[src/rv_isa_pkg.sv]
`default_nettype none

package rv_isa_pkg;

    // Datapath and register index widths
    localparam int XLEN   = 32;
    localparam int REG_AW = 5;

    // Load and store widths from funct3
    localparam logic [2:0] F3_B  = 3'd0;
    localparam logic [2:0] F3_H  = 3'd1;
    localparam logic [2:0] F3_W  = 3'd2;
    localparam logic [2:0] F3_BU = 3'd4;
    localparam logic [2:0] F3_HU = 3'd5;

    // Writeback result source
    localparam logic [1:0] RES_ALU = 2'd0;
    localparam logic [1:0] RES_MEM = 2'd1;
    localparam logic [1:0] RES_PC4 = 2'd2;

endpackage

`default_nettype wire

[src/rv_writeback.sv]
`timescale 1ns/1ps
`default_nettype none

module rv_writeback
    import rv_isa_pkg::*;
(
    input  wire                 i_clk,
    input  wire                 i_rst_n,

    input  wire                 i_reg_write,
    input  wire  [1:0]          i_res_src,
    input  wire  [REG_AW-1:0]   i_rd,
    input  wire  [2:0]          i_funct3,
    input  wire  [XLEN-1:0]     i_alu_result,
    input  wire  [XLEN-1:2]     i_pc_p4,
    input  wire  [XLEN-1:0]     i_mem_rdata,

    output logic [XLEN-1:0]     o_wb_data,
    output logic [REG_AW-1:0]   o_wb_rd,
    output logic                o_wb_reg_write
);

    logic [1:0]      r_res_src;
    logic [2:0]      r_funct3;
    logic [XLEN-1:0] r_alu_result;
    logic [XLEN-1:2] r_pc_p4;
    logic [XLEN-1:0] load_shift;
    logic [XLEN-1:0] load_data;

    always_ff @(posedge i_clk)
    begin
        if (!i_rst_n)
            o_wb_reg_write <= 1'b0;
        else
            o_wb_reg_write <= i_reg_write;
    end

    always_ff @(posedge i_clk)
    begin
        r_res_src    <= i_res_src;
        o_wb_rd      <= i_rd;
        r_funct3     <= i_funct3;
        r_alu_result <= i_alu_result;
        r_pc_p4      <= i_pc_p4;
    end

    // Bring the addressed lane down to bit 0
    assign load_shift = i_mem_rdata >> {r_alu_result[1:0], 3'b000};

    always_comb
    begin
        case (r_funct3)
            F3_B:    load_data = {{(XLEN-8){load_shift[7]}}, load_shift[7:0]};
            F3_H:    load_data = {{(XLEN-16){load_shift[15]}}, load_shift[15:0]};
            F3_BU:   load_data = {{(XLEN-8){1'b0}}, load_shift[7:0]};
            F3_HU:   load_data = {{(XLEN-16){1'b0}}, load_shift[15:0]};
            default: load_data = load_shift;
        endcase
    end

    always_comb
    begin
        case (r_res_src)
            RES_MEM: o_wb_data = load_data;
            RES_PC4: o_wb_data = {r_pc_p4, 2'b00};
            default: o_wb_data = r_alu_result;
        endcase
    end

endmodule

`default_nettype wire

[config.mk]
export PLATFORM = sky130hd
export DESIGN_NAME = rv_writeback
export DESIGN_NICKNAME = d
export VERILOG_FILES = /design/src/rv_isa_pkg.sv /design/src/rv_writeback.sv
export SDC_FILE = /design/constraint.sdc
export NUM_CORES = 1
export LEC_CHECK = 0
export ABC_AREA = 1
export BUFFER_PORTS_ARGS = -buffer_cell sky130_fd_sc_hd__buf_2
export CORE_MARGIN = 4
export CORE_UTILIZATION = 41
export DETAILED_ROUTE_END_ITERATION = 8
export GPL_ROUTABILITY_DRIVEN = 0
export PLACE_DENSITY = 0.81
export RECOVER_POWER = 50
export SYNTH_ARGS = -nofsm -noshare
export SYNTH_HDL_FRONTEND = slang
export SYNTH_SLANG_ARGS = --single-unit
[constraint.sdc]
create_clock -name i_clk -period 1.6 [get_ports i_clk]
set_input_delay 0.16 -clock i_clk [delete_from_list [all_inputs] [get_ports i_clk]]
set_output_delay 0.16 -clock i_clk [all_outputs]
set_load 0.05 [all_outputs]
==> After elaboration in Yosys (flattened, before gate mapping) <==
Index checks and enable logic that the tools add are counted.
{ "classes": {"eq_ne": 5, "reduce_logical": 1, "n_mux": 2, "shift": 1} }
{ "ops": {"columns": ["cell", "count"], "rows": [
  ["case mux 32 bit (4 select lines)", 1],
  ["case mux 32 bit (2 select lines)", 1],
  ["right shift 32 x 5 -> 32 bit", 1],
  ["equality test 3 bit, second input constant", 2],
  ["equality test 3 x 1 -> 1 bit, second input constant", 1],
  ["zero test 3 bit", 1],
  ["equality test 2 x 1 -> 1 bit, second input constant", 1],
  ["equality test 2 bit, second input constant", 1]
]} }
{ "totals": {"input_bits": 107, "output_inout_bits": 38, "ff_bits": 73} }

==> Depth between registers and ports, before layout <==
{ "depth": {"word_depth": 3, "ltp_mapped": 10, "ltp_nobuf": 7} }

==> Worst setup path before layout <==
OpenSTA, ideal clock, no wires.
{ "synth_timing": {"path_kind": "flip-flop to output port", "startpoint": "register r_res_src[0]", "endpoint": "output port o_wb_data[16]", "setup_slack_ps": -507, "stages_incl_launch_ff": 7, "arrival_time_ps": 1947, "path_buffers": 2, "required_time_ps": 1440, "cell_sequence": "dfxtp_1 > inv_1 > ha_1 > clkbuf_1 > clkbuf_1 > a21oi_1 > a21oi_1"} }
{ "synth_between": {"elab_chain_cells": 2, "elab_cells_between_ends": 3, "classes_between": "2 x eq/ne; 1 x mux"} }
{ "synth_rtl": {"columns": ["element", "line_no", "source"], "rows": [
  ["start, declared", "rv_writeback.sv:23", "logic [1:0] r_res_src;"],
  ["start signal, assigned", "rv_writeback.sv:40", "r_res_src <= i_res_src;"],
  ["equality test 2 bit or equality test 2 x 1 -> 1 bit (tied branches)", "rv_writeback.sv:63", "case (r_res_src)"],
  ["case mux 32 bit (2 select lines) (*)", "rv_writeback.sv:63", null],
  ["end, declared", "rv_writeback.sv:18", "output logic [XLEN-1:0] o_wb_data,"]
]} }
Mark *: on every way between the ends. The rest lies on a longest branch, timed or not.

==> Worst setup path in the final report <==
{ "layout_timing": {"startpoint": "register r_alu_result[0]", "endpoint": "output port o_wb_data[28]"} }
{ "layout_between": {"elab_chain_cells": 3} }
{ "layout_rtl": {"columns": ["element", "line_no", "source"], "rows": [
  ["start, declared", "rv_writeback.sv:25", "logic [XLEN-1:0] r_alu_result;"],
  ["start signal, assigned", "rv_writeback.sv:43", "r_alu_result <= i_alu_result;"],
  ["right shift 32 x 5 -> 32 bit", "rv_writeback.sv:48", "assign load_shift = i_mem_rdata >> {r_alu_result[1:0], 3'b000};"],
  ["case mux 32 bit (4 select lines)", "rv_writeback.sv:52", "case (r_funct3)"],
  ["case mux 32 bit (2 select lines)", "rv_writeback.sv:63", null]
]} }
No other way between the ends.

==> impl_metrics.py <==
metrics = {
    "grt": {
        "grt_pass1_wl_um": 20100,
        "grt_max_degree": 18,
        "grt_usage_pct": 30.3,
        "antenna_found_initial": 0,
        "grt_pass1_vias": 4045,
        "overflow": 0,
    },
    "drt": {
        "drcViolationCount": 0,
        "viasPerCell": 5.53,
        "first_pass_iters": 7,
        "wl_per_cell_um": 20.6,
        "highest_layer": "met4",
        "drt_iter0_markers": 382,
        "vias": 3966,
        "routed-wl-met2_um": 7340,
        "ant_nets": 0,
        "wl_um": 14800,
        "met1_length_um": 4950,
        "wl_met3_um": 1330,
    },
    "clocking": {
        "cts_inserted_buffers": 9,
        "tritoncts": "done",
        "clk_pin_slew_ns": 0.08,
        "clock_tree.root_cell": "clkbuf_8",
        "htreeDepth": 3,
        "clock_path_buffers": 2,
        "clkSinkCount": 73,
    },
    "die": {
        "io_pins": 145,
        "die_y_um": 93.2,
        "dieArea_mm2": 0.00869,
        "core_mm2": 0.00691,
        "start_util_pct": 43.1,
        "die_w_um": 93.2,
        "rows": 30,
    },
    "logic_synthesis": {
        "synth_area_leaders": "dfxtp_1 49%, nand2_1 14%, a21oi_1 6.6%",
        "synthTopCellsByCount": "110 x nand2_1, 73 x dfxtp_1, 39 x a21oi_1, 25 x nand3_1, 19 x nor2_1",
        "synth.most_common_cell": "nand2_1",
        "synthFlopType": "dfxtp_1",
        "ys_types": 27,
        "avgSynthCellArea_um2": 8.07,
        "synth_edf_count": 0,
        "yosysTopAreaCell": "dfxtp_1",
        "yosysSeqAreaShare_pct": 49.1,
        "netlist_area_mm2": 0.00298,
        "syn_nets": 478,
        "async_flop_share_pct": 0,
        "yosys_register_bits": 73,
        "synth_top_area_share_pct": 49.1,
        "synth_warnings": 0,
        "synth_cells": 369,
    },
    "hold_path": {
        "min_path_cells": 2,
        "hold_class": "in -> reg",
        "hold_end": "r_pc_p4[9]",
        "hp-start": "i_pc_p4[9]",
    },
    "finish": {
        "stdcell_area_mm2": 0.00593,
        "area_growth_pct": 99.3,
        "final_cells": 717,
        "diodes": 0,
        "layout.nets": 725,
        "fillCellCount": 336,
        "drive_gt1_share_pct": 53.6,
        "final_core_util_pct": 85.9,
    },
    "placement": {
        "dp.cells": 614,
        "postPlaceCellArea_mm2": 0.00416,
        "port_buffers": 144,
        "dp_hpwl_um": 6910,
        "place_ws_ns": -0.175,
    },
    "timing": {
        "hold_violations": 0,
        "fmaxAchievable_ghz": 0.492,
        "setup_tns_ns": -11.67,
        "post-route-period-util_pct": 127,
        "setup_viol": 32,
        "grt_setup_unrepaired": "yes",
        "fin_hold_ws_ns": 0.414,
        "maxSlewHeadroom_pct": 75.8,
        "slew_viol_final": 0,
        "post-route-min-period_ns": 2.03,
        "tightest_slew_ns": 0.363,
        "setup_slack_ns": -0.431,
    },
    "power": {
        "leakage_nw": 2.73,
        "powerDensity_mw_per_mm2": 894,
        "p_total_mw": 5.31,
        "peakVddDrop_v": 0.000808,
    },
    "setup_path": {
        "cp-end-kind": "output pin",
        "worstPathArrival_ns": 1.87,
        "required_ns": 1.44,
        "cp-start-kind": "flip-flop",
        "critPathKind": "reg -> out",
        "crit_fanout": 11,
    },
    "run_status": {
        "violations": "negative setup slack",
        "status": "complete, but fails checks",
    },
    "flow_run": {
        "drv_cap": 0,
    },
}
[critical path, cell delays in order (launching register included)]
cell and delay (ns):
dfxtp_4 0.39, inv_8 0.09, buf_12 0.15, buf_4 0.15, nand3_1 0.13, a21oi_2 0.21
nand2_2 0.09, a21oi_4 0.12, buf_6 0.17
[layer usage]
layer  vias to the layer above  GRT usage, %
met5                         -             0
met4                         0          19.0
met3                       114          8.13
met2                       333          55.3
met1                      1809          30.1
li1                       1710             -
[where the power goes]
part / internal, mW / switching [mW]
clock: 0.725 / 0.742
sequential: 1.91 / 0.0539
combinational: 0.796 / 1.07
total: 3.44 / 1.87
[sequential cells by signal, indices dropped and copies added, names as in the netlist]
register,flops
o_wb_rd,5
o_wb_reg_write,1
r_alu_result,32
r_funct3,3
r_pc_p4,30
r_res_src,2
[what timing repair did]
action                                  4_1_cts  5_1_grt
pin swaps                                    18       19
resized for setup                           143       53
buffers inserted                              0        9
hold buffers                                 74        0
cloned                                        2        2
hold endpoints to repair                     73        0
endpoints found under the setup margin       32       32
[how the worst max path moves through the flow]
stage               startpoint            end  slack (ns)  cells past startpoint
2_1_floorplan     r_res_src[0]   o_wb_data[3]       -0.02                      7
3_3_place_gp   r_alu_result[0]  o_wb_data[22]       -0.12                      8
3_5_place_dp   r_alu_result[0]  o_wb_data[17]       -0.17                      8
4_1_cts        r_alu_result[0]   o_wb_data[3]       -0.31                      8
5_1_grt        r_alu_result[1]  o_wb_data[27]       -0.52                      7
6_report       r_alu_result[0]  o_wb_data[28]       -0.43                      8
[cells in the final DEF, fill, tap and decap left out, types with 3 or more instances in the layout]
master,synthesis,final
nand2_2,12,37
a21oi_4,0,18
clkinvlp_4,0,3
dlygate4sd3_1,0,74
nand2_4,1,11
o21ai_1,1,4
nor2_1,19,12
inv_1,10,7
buf_8,1,13
dfxtp_1,73,69
o21ai_2,0,3
clkbuf_8,0,9
inv_6,2,3
buf_2,7,111
nand3_2,2,11
a21oi_1,39,17
nand2_1,110,75
buf_6,3,30
o211ai_1,12,12
nor2_2,0,6
a22oi_2,0,8
nand3_1,25,12
o21ai_0,9,3
a21oi_2,10,14
buf_4,2,24
buf_12,1,4
nand3_4,2,6
[area by class of cell]
type	instances	area [µm²]	area share [%]
multi-input combinational	255	1850	31.2
inverter	16	93.8	1.58
timing repair buffer	261	2200	37.1
tap	96	120	2.02
sequential	73	1470	24.8
clock inverter	6	67.6	1.14
clock buffer	10	128	2.15
[kinds of logic after synthesis]
logic type      count (synthesis)  share of synthesized area [%]
buf+inv                        41                           7.73
compound gates                 81                           16.7
simple gates                  172                           25.6
fa+ha+maj                       2                          0.841
flops                          73                           49.1
(Power assumes the default switching activity.)
