## src/rv_isa_pkg.sv

```systemverilog
`default_nettype none

package rv_isa_pkg;

    // Datapath and register index widths
    localparam int XLEN   = 32;
    localparam int REG_AW = 5;

    // Load and store widths from funct3
    localparam logic [2:0] F3_B  = 3'd0;
    localparam logic [2:0] F3_H  = 3'd1;
    localparam logic [2:0] F3_W  = 3'd2;
    localparam logic [2:0] F3_BU = 3'd4;
    localparam logic [2:0] F3_HU = 3'd5;

    // Writeback result source
    localparam logic [1:0] RES_ALU = 2'd0;
    localparam logic [1:0] RES_MEM = 2'd1;
    localparam logic [1:0] RES_PC4 = 2'd2;

endpackage

`default_nettype wire

```

## src/rv_mem_pkg.sv

```systemverilog
`default_nettype none

package rv_mem_pkg;

    // Data RAM depth in 32-bit words
    localparam int DMEM_WORDS = 256;

    // Byte address bits above DMEM_AW+1 are dropped
    localparam int DMEM_AW = $clog2(DMEM_WORDS);

    // One enable per byte lane
    localparam int BE_W = 4;

endpackage

`default_nettype wire

```

## src/rv_dmem_arbiter.sv

```systemverilog
`timescale 1ns/1ps
`default_nettype none

module rv_dmem_arbiter
    import rv_isa_pkg::*;
    import rv_mem_pkg::*;
(
    input  wire                 i_clk,
    input  wire                 i_rst_n,

    input  wire                 i_core_req,
    input  wire                 i_core_we,
    input  wire  [BE_W-1:0]     i_core_be,
    input  wire  [DMEM_AW-1:0]  i_core_addr,
    input  wire  [XLEN-1:0]     i_core_wdata,

    input  wire                 i_dbg_req,
    input  wire                 i_dbg_we,
    input  wire  [BE_W-1:0]     i_dbg_be,
    input  wire  [DMEM_AW-1:0]  i_dbg_addr,
    input  wire  [XLEN-1:0]     i_dbg_wdata,
    output logic                o_dbg_gnt,
    output logic                o_dbg_rvalid,
    output logic [XLEN-1:0]     o_dbg_rdata,

    output logic                o_mem_en,
    output logic                o_mem_we,
    output logic [BE_W-1:0]     o_mem_be,
    output logic [DMEM_AW-1:0]  o_mem_addr,
    output logic [XLEN-1:0]     o_mem_wdata,
    input  wire  [XLEN-1:0]     i_mem_rdata
);

    // Core always wins and debug only gets idle cycles
    assign o_dbg_gnt = i_dbg_req & ~i_core_req;
    assign o_mem_en  = i_core_req | o_dbg_gnt;

    always_comb
    begin
        if (i_core_req)
        begin
            o_mem_we    = i_core_we;
            o_mem_be    = i_core_be;
            o_mem_addr  = i_core_addr;
            o_mem_wdata = i_core_wdata;
        end
        else
        begin
            o_mem_we    = o_dbg_gnt & i_dbg_we;
            o_mem_be    = i_dbg_be;
            o_mem_addr  = i_dbg_addr;
            o_mem_wdata = i_dbg_wdata;
        end
    end

    // Read data arrives one cycle after a granted debug read
    always_ff @(posedge i_clk)
    begin
        if (!i_rst_n)
            o_dbg_rvalid <= 1'b0;
        else
            o_dbg_rvalid <= o_dbg_gnt & ~i_dbg_we;
    end

    assign o_dbg_rdata = i_mem_rdata;

endmodule

`default_nettype wire

```

## config.mk

```make
export PLATFORM = sky130hd
export DESIGN_NAME = rv_dmem_arbiter
export DESIGN_NICKNAME = d
export VERILOG_FILES = /design/src/rv_isa_pkg.sv /design/src/rv_mem_pkg.sv /design/src/rv_dmem_arbiter.sv
export SDC_FILE = /design/constraint.sdc
export NUM_CORES = 1
export LEC_CHECK = 0
export BUFFER_PORTS_ARGS = -buffer_cell sky130_fd_sc_hd__buf_2
export CORE_AREA = 5 5 76 78
export DETAILED_ROUTE_END_ITERATION = 8
export DIE_AREA = 0 0 81 83
export PLACE_DENSITY = 0.67
export SYNTH_ARGS = -nofsm -noshare
export SYNTH_HDL_FRONTEND = slang
export SYNTH_SLANG_ARGS = --single-unit
```

## constraint.sdc

```tcl
create_clock -name i_clk -period 2.3 [get_ports i_clk]
set_input_delay 0.23 -clock i_clk [delete_from_list [all_inputs] [get_ports i_clk]]
set_output_delay 0.23 -clock i_clk [all_outputs]
set_load 0.01 [all_outputs]
```

; ---- Yosys cells after proc, flatten, opt, wreduce, memory -nomap -nowiden
; Index checks and enable logic that the tools add are counted.
[word_totals]
latchBits = 0
rom_bits = 0
n_memories = 0
ram_bits = 0
regBits = 1
output_inout_bits = 80
wordCells = 11
[classes]
reduce_logical = 0
n_shift = 0
n_eq_ne = 0
n_mux = 4
add_sub_neg = 0
n_mul = 0
bitwise = 6
div = 0
order_cmp = 0
[ops]
columns = cell, count
row1 = 2-to-1 mux 32 bit, 1
row2 = 2-to-1 mux 8 bit, 1
row3 = 2-to-1 mux 4 bit, 1
row4 = AND 1 bit, 3
row5 = NOT 1 bit, 2
row6 = 2-to-1 mux 1 bit, 1
row7 = OR 1 bit, 1

; ---- Depth between registers and ports, before layout
; Gate-level depths: netlist of run 1.
[logic_depth]
ltp_word = 4
mapped_depth = 3

; ---- Least setup slack after synthesis of run 1
; OpenSTA, ideal clock, no wires.
[synth_path]
path_type = input to output
start = in i_core_req
end = out o_mem_addr[0]
cell_stages = 3
arrival_time_ps = 834
required_time_ps = 2070
setup_slack_ps = 1236
cell_sequence = buf_6 -> buf_6 -> mux2_4
[synth_via]
elab_chain_len = 1
[synth_rtl]
columns = element, line
row1 = from (decl), rv_dmem_arbiter.sv:11  ; input wire i_core_req,
row2 = 2-to-1 mux 8 bit, rv_dmem_arbiter.sv:40  ; if (i_core_req)
row3 = to (decl), rv_dmem_arbiter.sv:29  ; output logic [DMEM_AW-1:0] o_mem_addr,
; No other way between the ends.

; ---- Worst setup path in the final report of run 1
[layout_path]
start = in i_core_req
end = out o_mem_be[1]
[layout_via]
elab_chain_len = 1
[layout_rtl]
columns = element, line
row1 = 2-to-1 mux 4 bit, rv_dmem_arbiter.sv:40
row2 = to (decl), rv_dmem_arbiter.sv:28  ; output logic [BE_W-1:0] o_mem_be,
; No other way between the ends.

==> results of run 1 <==
==> worst max-delay path: stages <==
cell and delay (ps):
buf_2 100, buf_12 260, mux2_2 380, buf_2 140
==> how the worst max path moves through the flow <==
stage,to,slack (ps),cells past startpoint
3_3_place_gp,o_mem_wdata[10],940,4
2_1_floorplan,o_mem_addr[0],1240,3
5_1_grt,o_mem_be[1],890,4
6_report,o_mem_be[1],920,4
3_5_place_dp,o_mem_be[1],920,4
4_1_cts,o_mem_be[1],920,4
==> cells by family (layout without fill, tap and decap cells) <==
kind of cell | count (synthesis) | in the layout | share of synthesized area (%)
muxes | 44 | 44 | 63.8
buffers and inverters | 37 | 142 | 30.9
and+or+nand+nor | 3 | 3 | 2.26
AOI/OAI and AO/OA | 1 | 1 | 0.931
DFF | 1 | 1 | 2.13
==> power groups by stage <==
| stage | Clock (mW) | Sequential, mW | Combinational (mW) |
|---|---|---|---|
| 6_report | 0 | 0.0182 | 0.290 |
| 5_1_grt | 0 | 0.0183 | 0.312 |
| 4_1_cts | 0 | 0.0182 | 0.295 |
| 3_5_place_dp | 0 | 0.0182 | 0.294 |
| 3_3_place_gp | 0 | 0.0182 | 0.289 |
| 2_1_floorplan | 0 | 0.0185 | 0.212 |
==> through the flow <==
| stage | cells | area (µm²) | worst slack [ps] |
|---|---|---|---|
| 3_5_place_dp | 261 | 1460 | 918 |
| 3_3_place_gp | 261 | 1460 | 938 |
| 6_report | 261 | 1460 | 922 |
| 4_1_cts | 261 | 1460 | 920 |
| 5_1_grt | 261 | 1460 | 888 |
| 2_1_floorplan | 86 | 941 | 1240 |
==> metal layers <==
metal	track usage, %	vias up	part of all wire (%)
met2	16.1	105	50
met1	5.81	426	26
met4	1.23	0	1.4
li1	-	479	-
met3	3.35	8	22
met5	0	-	0
==> area by class of cell <==
class	count	area, µm²	area share, %
Tap cell	70	87.6	5.98
Sequential cell	1	20.0	1.37
Timing Repair Buffer	142	726	49.6
Multi-Input combinational cell	48	631	43.1
==> cell usage in the layout, fill, tap and decap left out, drive strengths merged <==
cell and count:
nor2b 1, and3b 1, a22o 1, or2 1
mux2 44, dfxtp 1, buf 142
==> flow_summary.ini, run 1 <==
[synth]
synth.most_common_cell = buf_4
syn_area_um2 = 941
ys_warn_count = 0
synth_seq_area_share_pct = 2.13
synthArstFlopShare_pct = 0
ys_types = 10
syn-num-nets = 212
synth_edf_count = 0
synth_flop_cell = dfxtp_1
ys_ff_latch = 1
synth_top_area_share_pct = 44.7
post_synth.cell_area_avg_um2 = 10.9
synth_top_area_cell = mux2_4
yosys-top-cells-count = buf_4, mux2_4, mux2_2
synthCells = 86
yosys-top-cells-area = mux2_4, buf_4, mux2_2, buf_6, dfxtp_1

[global_routing]
grt_overflow = 0
antenna_found_initial = 0
grt_max_degree = 48
grt_pass1_wl_mm = 4.30
grt_pass1_vias = 957
grt.total_usage_pct = 7.51

[sta]
period_minus_slack_ps = 1380
fin_worst_hold_slack_ps = 460
rsz0062_at_grt = false
finalSetupViolCount = 0
slew_viol_final = 0
setup_tns_ps = 0
worstMarginPinSlew_ps = 307
relSlewSlack_pct = 79.5
final_hold_viol_count = 0
finalCritPeriodShare_pct = 59.9
fmax_mhz = 726

[pwr]
switching_share_pct = 36.0
internal_power_mw = 0.197
combinationalPowerShare_pct = 94.1
p_sw_mw = 0.111
p_clk_share_pct = 0
power-per-cell-area_nw_per_um2 = 211
total_power_mw = 0.308
p_leak_nw = 0.882
p_seq_share_pct = 5.9
vdd_ir_drop_max_mv = 0.0956

[worst_setup_path]
worstPathRequired_ps = 2070
cp_max_fo = 47
startpoint = i_core_req
arrival_ps = 1150
cp-start-kind = primary input
end_kind = output port
crit_type = in2out

[floorplan]
dieArea_um2 = 6720
start_util_pct = 18.8
die_w_um = 81
die_h_um = 83
core_um2 = 5010
rows = 26
io_pins = 206

[layout]
regMostFlops = o_dbg_rvalid
final_nets = 319
synthToLayoutAreaGrowth_pct = 55.6
largest_register_ffs = 1
utilization_pct = 29.2
drive_gt1_share_pct = 97.9
diodes = 0
fillCellCount = 561
reg_top3 = o_dbg_rvalid: 1 flops

[hold_path]
holdPathStages = 0
holdPathEnd = o_dbg_rdata[18]
hp-class = in2out
hold_start = i_mem_rdata[18]

[placed_design]
place_congestion = 0.559
place_hpwl_mm = 2.90
port_buffers = 141

[route]
num_vias = 1018
vias_per_cell = 3.90
dr.pass1.iters = 2
ant_nets = 0
wl_mm = 3.23
drcViolationCount = 0
drt-initial-drc-count = 8
wire_per_inst_um = 12.4

[cts]
ctsResizeCount = 0
post_cts_buffers = 0
holdBufCountCts = 0

[job]
maxCapViolCount = 0

[outcome]
outcome = complete, no violations
No activity file was read; power rests on OpenSTA's default activity.
==> inputs of run 2 (changes only) <==
--- a/config.mk
+++ b/config.mk
@@ -5,11 +5,12 @@
 export SDC_FILE = /design/constraint.sdc
 export NUM_CORES = 1
 export LEC_CHECK = 0
+export ABC_AREA = 1
 export BUFFER_PORTS_ARGS = -buffer_cell sky130_fd_sc_hd__buf_2
 export CORE_AREA = 5 5 76 78
 export DETAILED_ROUTE_END_ITERATION = 8
 export DIE_AREA = 0 0 81 83
-export PLACE_DENSITY = 0.67
+export PLACE_DENSITY = 0.69
 export SYNTH_ARGS = -nofsm -noshare
 export SYNTH_HDL_FRONTEND = slang
 export SYNTH_SLANG_ARGS = --single-unit
==> constraint.sdc (replaced) <==
create_clock -name i_clk -period 1.2 [get_ports i_clk]
set_input_delay 0.12 -clock i_clk [delete_from_list [all_inputs] [get_ports i_clk]]
set_output_delay 0.12 -clock i_clk [all_outputs]
set_load 0.01 [all_outputs]
==> run 2 against run 1 <==
Largest cell class unchanged. Combinational power rose by 77%. Cell area down 4.5%. Wire length increased by 12%. Final cell count increased by 37%. Worst hold slack worse by 220 ps. Die area unchanged. Sequential power is 93% higher. Critical path depth up 2. Via count up 35%. Setup slack worse by 660 ps.
==> flow_summary.ini, run 2 <==
[cts]
post_cts_buffers = 0
ctsResizeCount = 0
holdBufCountCts = 0

[layout]
largest_register_ffs = 1
regMostFlops = o_dbg_rvalid
final_cell_mix = buf_2, nand2_1, inv_1, buf_12
layout_commonest_cell = buf_2
synthToLayoutAreaGrowth_pct = 53.0
reg_top3 = o_dbg_rvalid: 1 flops
utilization_pct = 27.9
final_nets = 415
drive_gt1_share_pct = 50.5
diodes = 0

[worst_setup_path]
crit_type = in2out
cp-start-kind = primary input
worstPathRequired_ps = 1080
startpoint = i_core_req
arrival_ps = 820
endpoint = o_mem_wdata[28]
end_kind = output port
cp_max_fo = 46

[floorplan]
start_util_pct = 18.2
core_um2 = 5010
rows = 26
die_w_um = 81
io_pins = 206
die_h_um = 83
dieArea_um2 = 6720

[route]
dr.pass1.iters = 4
num_vias = 1378
ant_nets = 0
drt-initial-drc-count = 15
wire_per_inst_um = 10.2
wl_mm = 3.63
vias_per_cell = 3.86
drcViolationCount = 0

[pwr]
p_leak_nw = 1.02
p_clk_share_pct = 0
switching_share_pct = 47.1
power-per-cell-area_nw_per_um2 = 393
p_sw_mw = 0.258
p_seq_share_pct = 6.4
total_power_mw = 0.549
combinationalPowerShare_pct = 93.6
vdd_ir_drop_max_mv = 0.270
internal_power_mw = 0.290

[synth]
synth_top_area_cell = nand2_1
synthArstFlopShare_pct = 0
ys_warn_count = 0
synth_seq_area_share_pct = 2.19
syn_area_um2 = 913
synth_edf_count = 0
ys_ff_latch = 1
ys_types = 11
yosys-top-cells-count = nand2_1, buf_4, buf_12
synthCells = 184
post_synth.cell_area_avg_um2 = 4.96
yosys-top-cells-area = nand2_1, buf_4, buf_12, dfxtp_1, buf_2
synth_flop_cell = dfxtp_1
synth.most_common_cell = nand2_1
synth_top_area_share_pct = 55.9
syn-num-nets = 310

[sta]
relSlewSlack_pct = 85.8
finalCritPeriodShare_pct = 78.2
setup_tns_ps = 0
period_minus_slack_ps = 938
final_hold_viol_count = 0
worstMarginPinSlew_ps = 213
fmax_mhz = 1070
finalSetupViolCount = 0
slew_viol_final = 0
rsz0062_at_grt = false

[global_routing]
grt_max_degree = 47
antenna_found_initial = 0
grt_pass1_wl_mm = 5.43
grt_pass1_vias = 1291
grt.total_usage_pct = 9.40
grt_overflow = 0

[placed_design]
place_congestion = 0.682
place_hpwl_mm = 3.12
port_buffers = 141

[outcome]
outcome = complete, no violations

[hold_path]
hold_start = i_mem_rdata[10]
hp-class = in2out

[job]
maxCapViolCount = 0
[run 2: cell types whose count changed after synthesis, moves of 2 or more]
cell     before  now
buf_6         4    0
nand2_1       0  136
mux2_4       28    0
buf_12        0    4
mux2_2       16    0
buf_2         1    3
inv_1         0    2
[run 2: routing by layer]
| metal | routed length (µm) | vias to the layer above | track usage (%) |
|---|---|---|---|
| li1 | - | 715 | - |
| met1 | 1200 | 551 | 8.45 |
| met2 | 1790 | 90 | 18.8 |
| met3 | 508 | 22 | 2.81 |
| met4 | 141 | 0 | 3.38 |
| met5 | 0 | - | 0 |
[run 2: how the worst min path moves through the flow]
stage	to	slack [ps]	cells past startpoint
floorplan	o_dbg_rvalid	240	2
global placement	o_dbg_rdata[12]	240	0
detailed placement	o_dbg_rdata[12]	240	0
CTS	o_dbg_rdata[12]	240	0
global route	o_dbg_rdata[10]	240	0
finish	o_dbg_rdata[10]	240	0
[run 2: per-stage QoR]
step / cells / hold WS [ps] / instance area [µm²] / setup slack, ps
4_1_cts: 357 / 240 / 1400 / 258
3_5_place_dp: 357 / 240 / 1400 / 256
3_3_place_gp: 357 / 240 / 1400 / 281
2_1_floorplan: 184 / 240 / 913 / 532
6_report: 357 / 240 / 1400 / 262
5_1_grt: 357 / 240 / 1400 / 184
[run 2: cell type report]
type	instances	area, µm²
Inverter	3	11.3
Multi-Input combinational cell	139	526
Tap cell	70	87.6
Fill cell	588	3610
Sequential cell	1	20.0
Timing Repair Buffer	144	753
[run 2: worst max-delay path: stages]
cell     delay [ps]
buf_2           130
inv_2            70
buf_12          200
nand2_1          80
nand2_1          70
buf_2           130
[run 2: power groups by stage]
stage	Combinational (mW)	Clock, mW	Sequential, mW
after global routing	0.578	0	0.0351
after detailed placement	0.519	0	0.0350
final	0.514	0	0.0351
after global placement	0.513	0	0.0350
after CTS	0.521	0	0.0350
after floorplan	0.363	0	0.0355
[run 2: logic make-up (layout without fill, tap and decap cells)]
| logic type | after synthesis | in the layout | share of synthesized area (%) |
|---|---|---|---|
| and+or+nand+nor | 139 | 139 | 57.5 |
| DFF | 1 | 1 | 2.19 |
| buffers and inverters | 44 | 147 | 40.3 |
==> inputs of run 3 (changes only) <==
--- a/config.mk
+++ b/config.mk
@@ -5,12 +5,12 @@
 export SDC_FILE = /design/constraint.sdc
 export NUM_CORES = 1
 export LEC_CHECK = 0
-export ABC_AREA = 1
+export ABC_AREA = 0
 export BUFFER_PORTS_ARGS = -buffer_cell sky130_fd_sc_hd__buf_2
-export CORE_AREA = 5 5 76 78
+export CORE_AREA = 5 5 77 79
 export DETAILED_ROUTE_END_ITERATION = 8
-export DIE_AREA = 0 0 81 83
-export PLACE_DENSITY = 0.69
+export DIE_AREA = 0 0 82 84
+export PLACE_DENSITY = 0.66
 export SYNTH_ARGS = -nofsm -noshare
 export SYNTH_HDL_FRONTEND = slang
 export SYNTH_SLANG_ARGS = --single-unit
==> constraint.sdc (replaced) <==
create_clock -name i_clk -period 0.9 [get_ports i_clk]
set_input_delay 0.09 -clock i_clk [delete_from_list [all_inputs] [get_ports i_clk]]
set_output_delay 0.09 -clock i_clk [all_outputs]
set_load 0.01 [all_outputs]
==> run 3 against run 2 <==
The run now ends with negative setup slack left. Sequential share of layout area shrank 0.43 points. Utilization rose by 10 points. Via count down 21%. Setup slack lost 280 ps. Worst hold slack got worse by 60 ps. Wire length up 11%. Sequential power rose by 33%. Combinational power is 120% higher. Global-route usage up 0.54 points. Final cell count shrank 25%. Sequential cell count is the same. First-iteration DRC count increased by 20%.
==> flow_summary.ini, run 3 (same netlist as run 1, synthesis figures left out) <==
[outcome]
outcome = complete, but fails checks
failed_checks = negative setup slack

[worst_setup_path]
crit_type = in2out
cpPeakStageDelay_ps = 310
worstPathRequired_ps = 810
end_kind = output port
arrival_ps = 820
cp_max_fo = 8
cp-start-kind = primary input
crit_family = buffers and inverters
path_buf_inv = 3
cpMostUsedCell = buf_16
slowest_stage = mux2_4
cp_cell_sequence = buf_16 > buf_16 > mux2_4 > buf_6

[layout]
final_cell_mix = buf_2, buf_6, mux2_4, buf_16, buf_12
fillCellCount = 525
regMostFlops = o_dbg_rvalid
largest_register_ffs = 1
reg_top3 = o_dbg_rvalid: 1 flops
diodes = 0
final_nets = 325
stdcell_count = 269
drive_gt1_share_pct = 98.5
layout_commonest_cell = buf_2
synthToLayoutAreaGrowth_pct = 112

[sta]
fin_worst_hold_slack_ps = 180
period_minus_slack_ps = 915
setup_ws_ps = -14.5
relSlewSlack_pct = 92.3
fmax_mhz = 1090
rsz0062_at_grt = true
finalSetupViolCount = 22
slew_viol_final = 0
worstMarginPinSlew_ps = 115
finalCritPeriodShare_pct = 102
final_hold_viol_count = 0

[pwr]
p_leak_nw = 1.13
total_power_mw = 1.16
vdd_ir_drop_max_mv = 0.207
power-per-cell-area_nw_per_um2 = 584

[floorplan]
io_pins = 206
start_util_pct = 17.9
dieArea_um2 = 6890
die_h_um = 84
rows = 27
die_w_um = 82
core_um2 = 5270

[route]
ant_nets = 0
wl_mm = 4.03
drt-initial-drc-count = 18
num_vias = 1090
dr.pass1.iters = 2
drcViolationCount = 0
vias_per_cell = 4.05
wire_per_inst_um = 15.0

[placed_design]
place_congestion = 0.662
placed_cells = 264
place_hpwl_mm = 2.95
port_buffers = 141

[global_routing]
antenna_found_initial = 0
grt.total_usage_pct = 9.94
grt_pass1_wl_mm = 5.59
grt_max_degree = 10
grt_pass1_vias = 1230
grt_overflow = 0

[job]
maxCapViolCount = 0

[cts]
holdBufCountCts = 0
post_cts_buffers = 0

[hold_path]
hp-class = in2out
==> run 3: changes by cell type in the layout (fill, tap and decap cells not counted), sizes merged <==
cell    change
a22o        +1
and3b       +1
buf         +3
clkbuf      +1
inv         -3
mux2       +44
nand2     -136
nand3       -1
nor2        -1
nor2b       +1
==> run 3: worst paths after layout <==
path                  slack (ps)              end  cells past startpoint             from
worst max-delay path         -10    o_mem_addr[1]                      4       i_core_req
worst min-delay path         180  o_dbg_rdata[11]                      0  i_mem_rdata[11]
==> run 3: per-stage QoR <==
stage / TNS [ps] / setup slack, ps / instance area (µm²) / util, %
final: -94.7 / -14.5 / 2000 / 37.9
after global routing: -705 / -33.8 / 2000 / 37.9
after floorplan: 0 / 116 / 941 / -
after CTS: -155 / -20.9 / 1870 / 35.4
after global placement: -4610 / -136 / 1470 / 28.0
after detailed placement: -4860 / -144 / 1470 / 28.0
==> run 3: final cells by class <==
| type | instances | area, µm² | area share [%] |
|---|---|---|---|
| multi-input combinational | 48 | 701 | 35.1 |
| sequential | 1 | 20.0 | 1.00 |
| tap | 72 | 90.1 | 4.51 |
| timing repair buffer | 148 | 1180 | 59.4 |
==> run 3: power breakdown <==
part / switching [mW] / leakage [nW] / internal (mW)
sequential: 0.000317 / 0.00814 / 0.0464
clock: 0 / 0 / 0
combinational: 0.369 / 1.13 / 0.749
total: 0.369 / 1.13 / 0.795
==> run 3: repair_timing <==
action | in CTS | in global routing
gates cloned | 4 | 1
resized for setup | 56 | 21
endpoints found under the setup margin | 46 | 39
==> run 3: metal layers <==
metal,global-route usage (%),vias to the layer above,part of all wire [%]
met1,8.53,485,28
met4,1.81,0,1.8
met2,21.5,92,55
met3,2.48,14,15
li1,-,499,-
met5,0,-,0
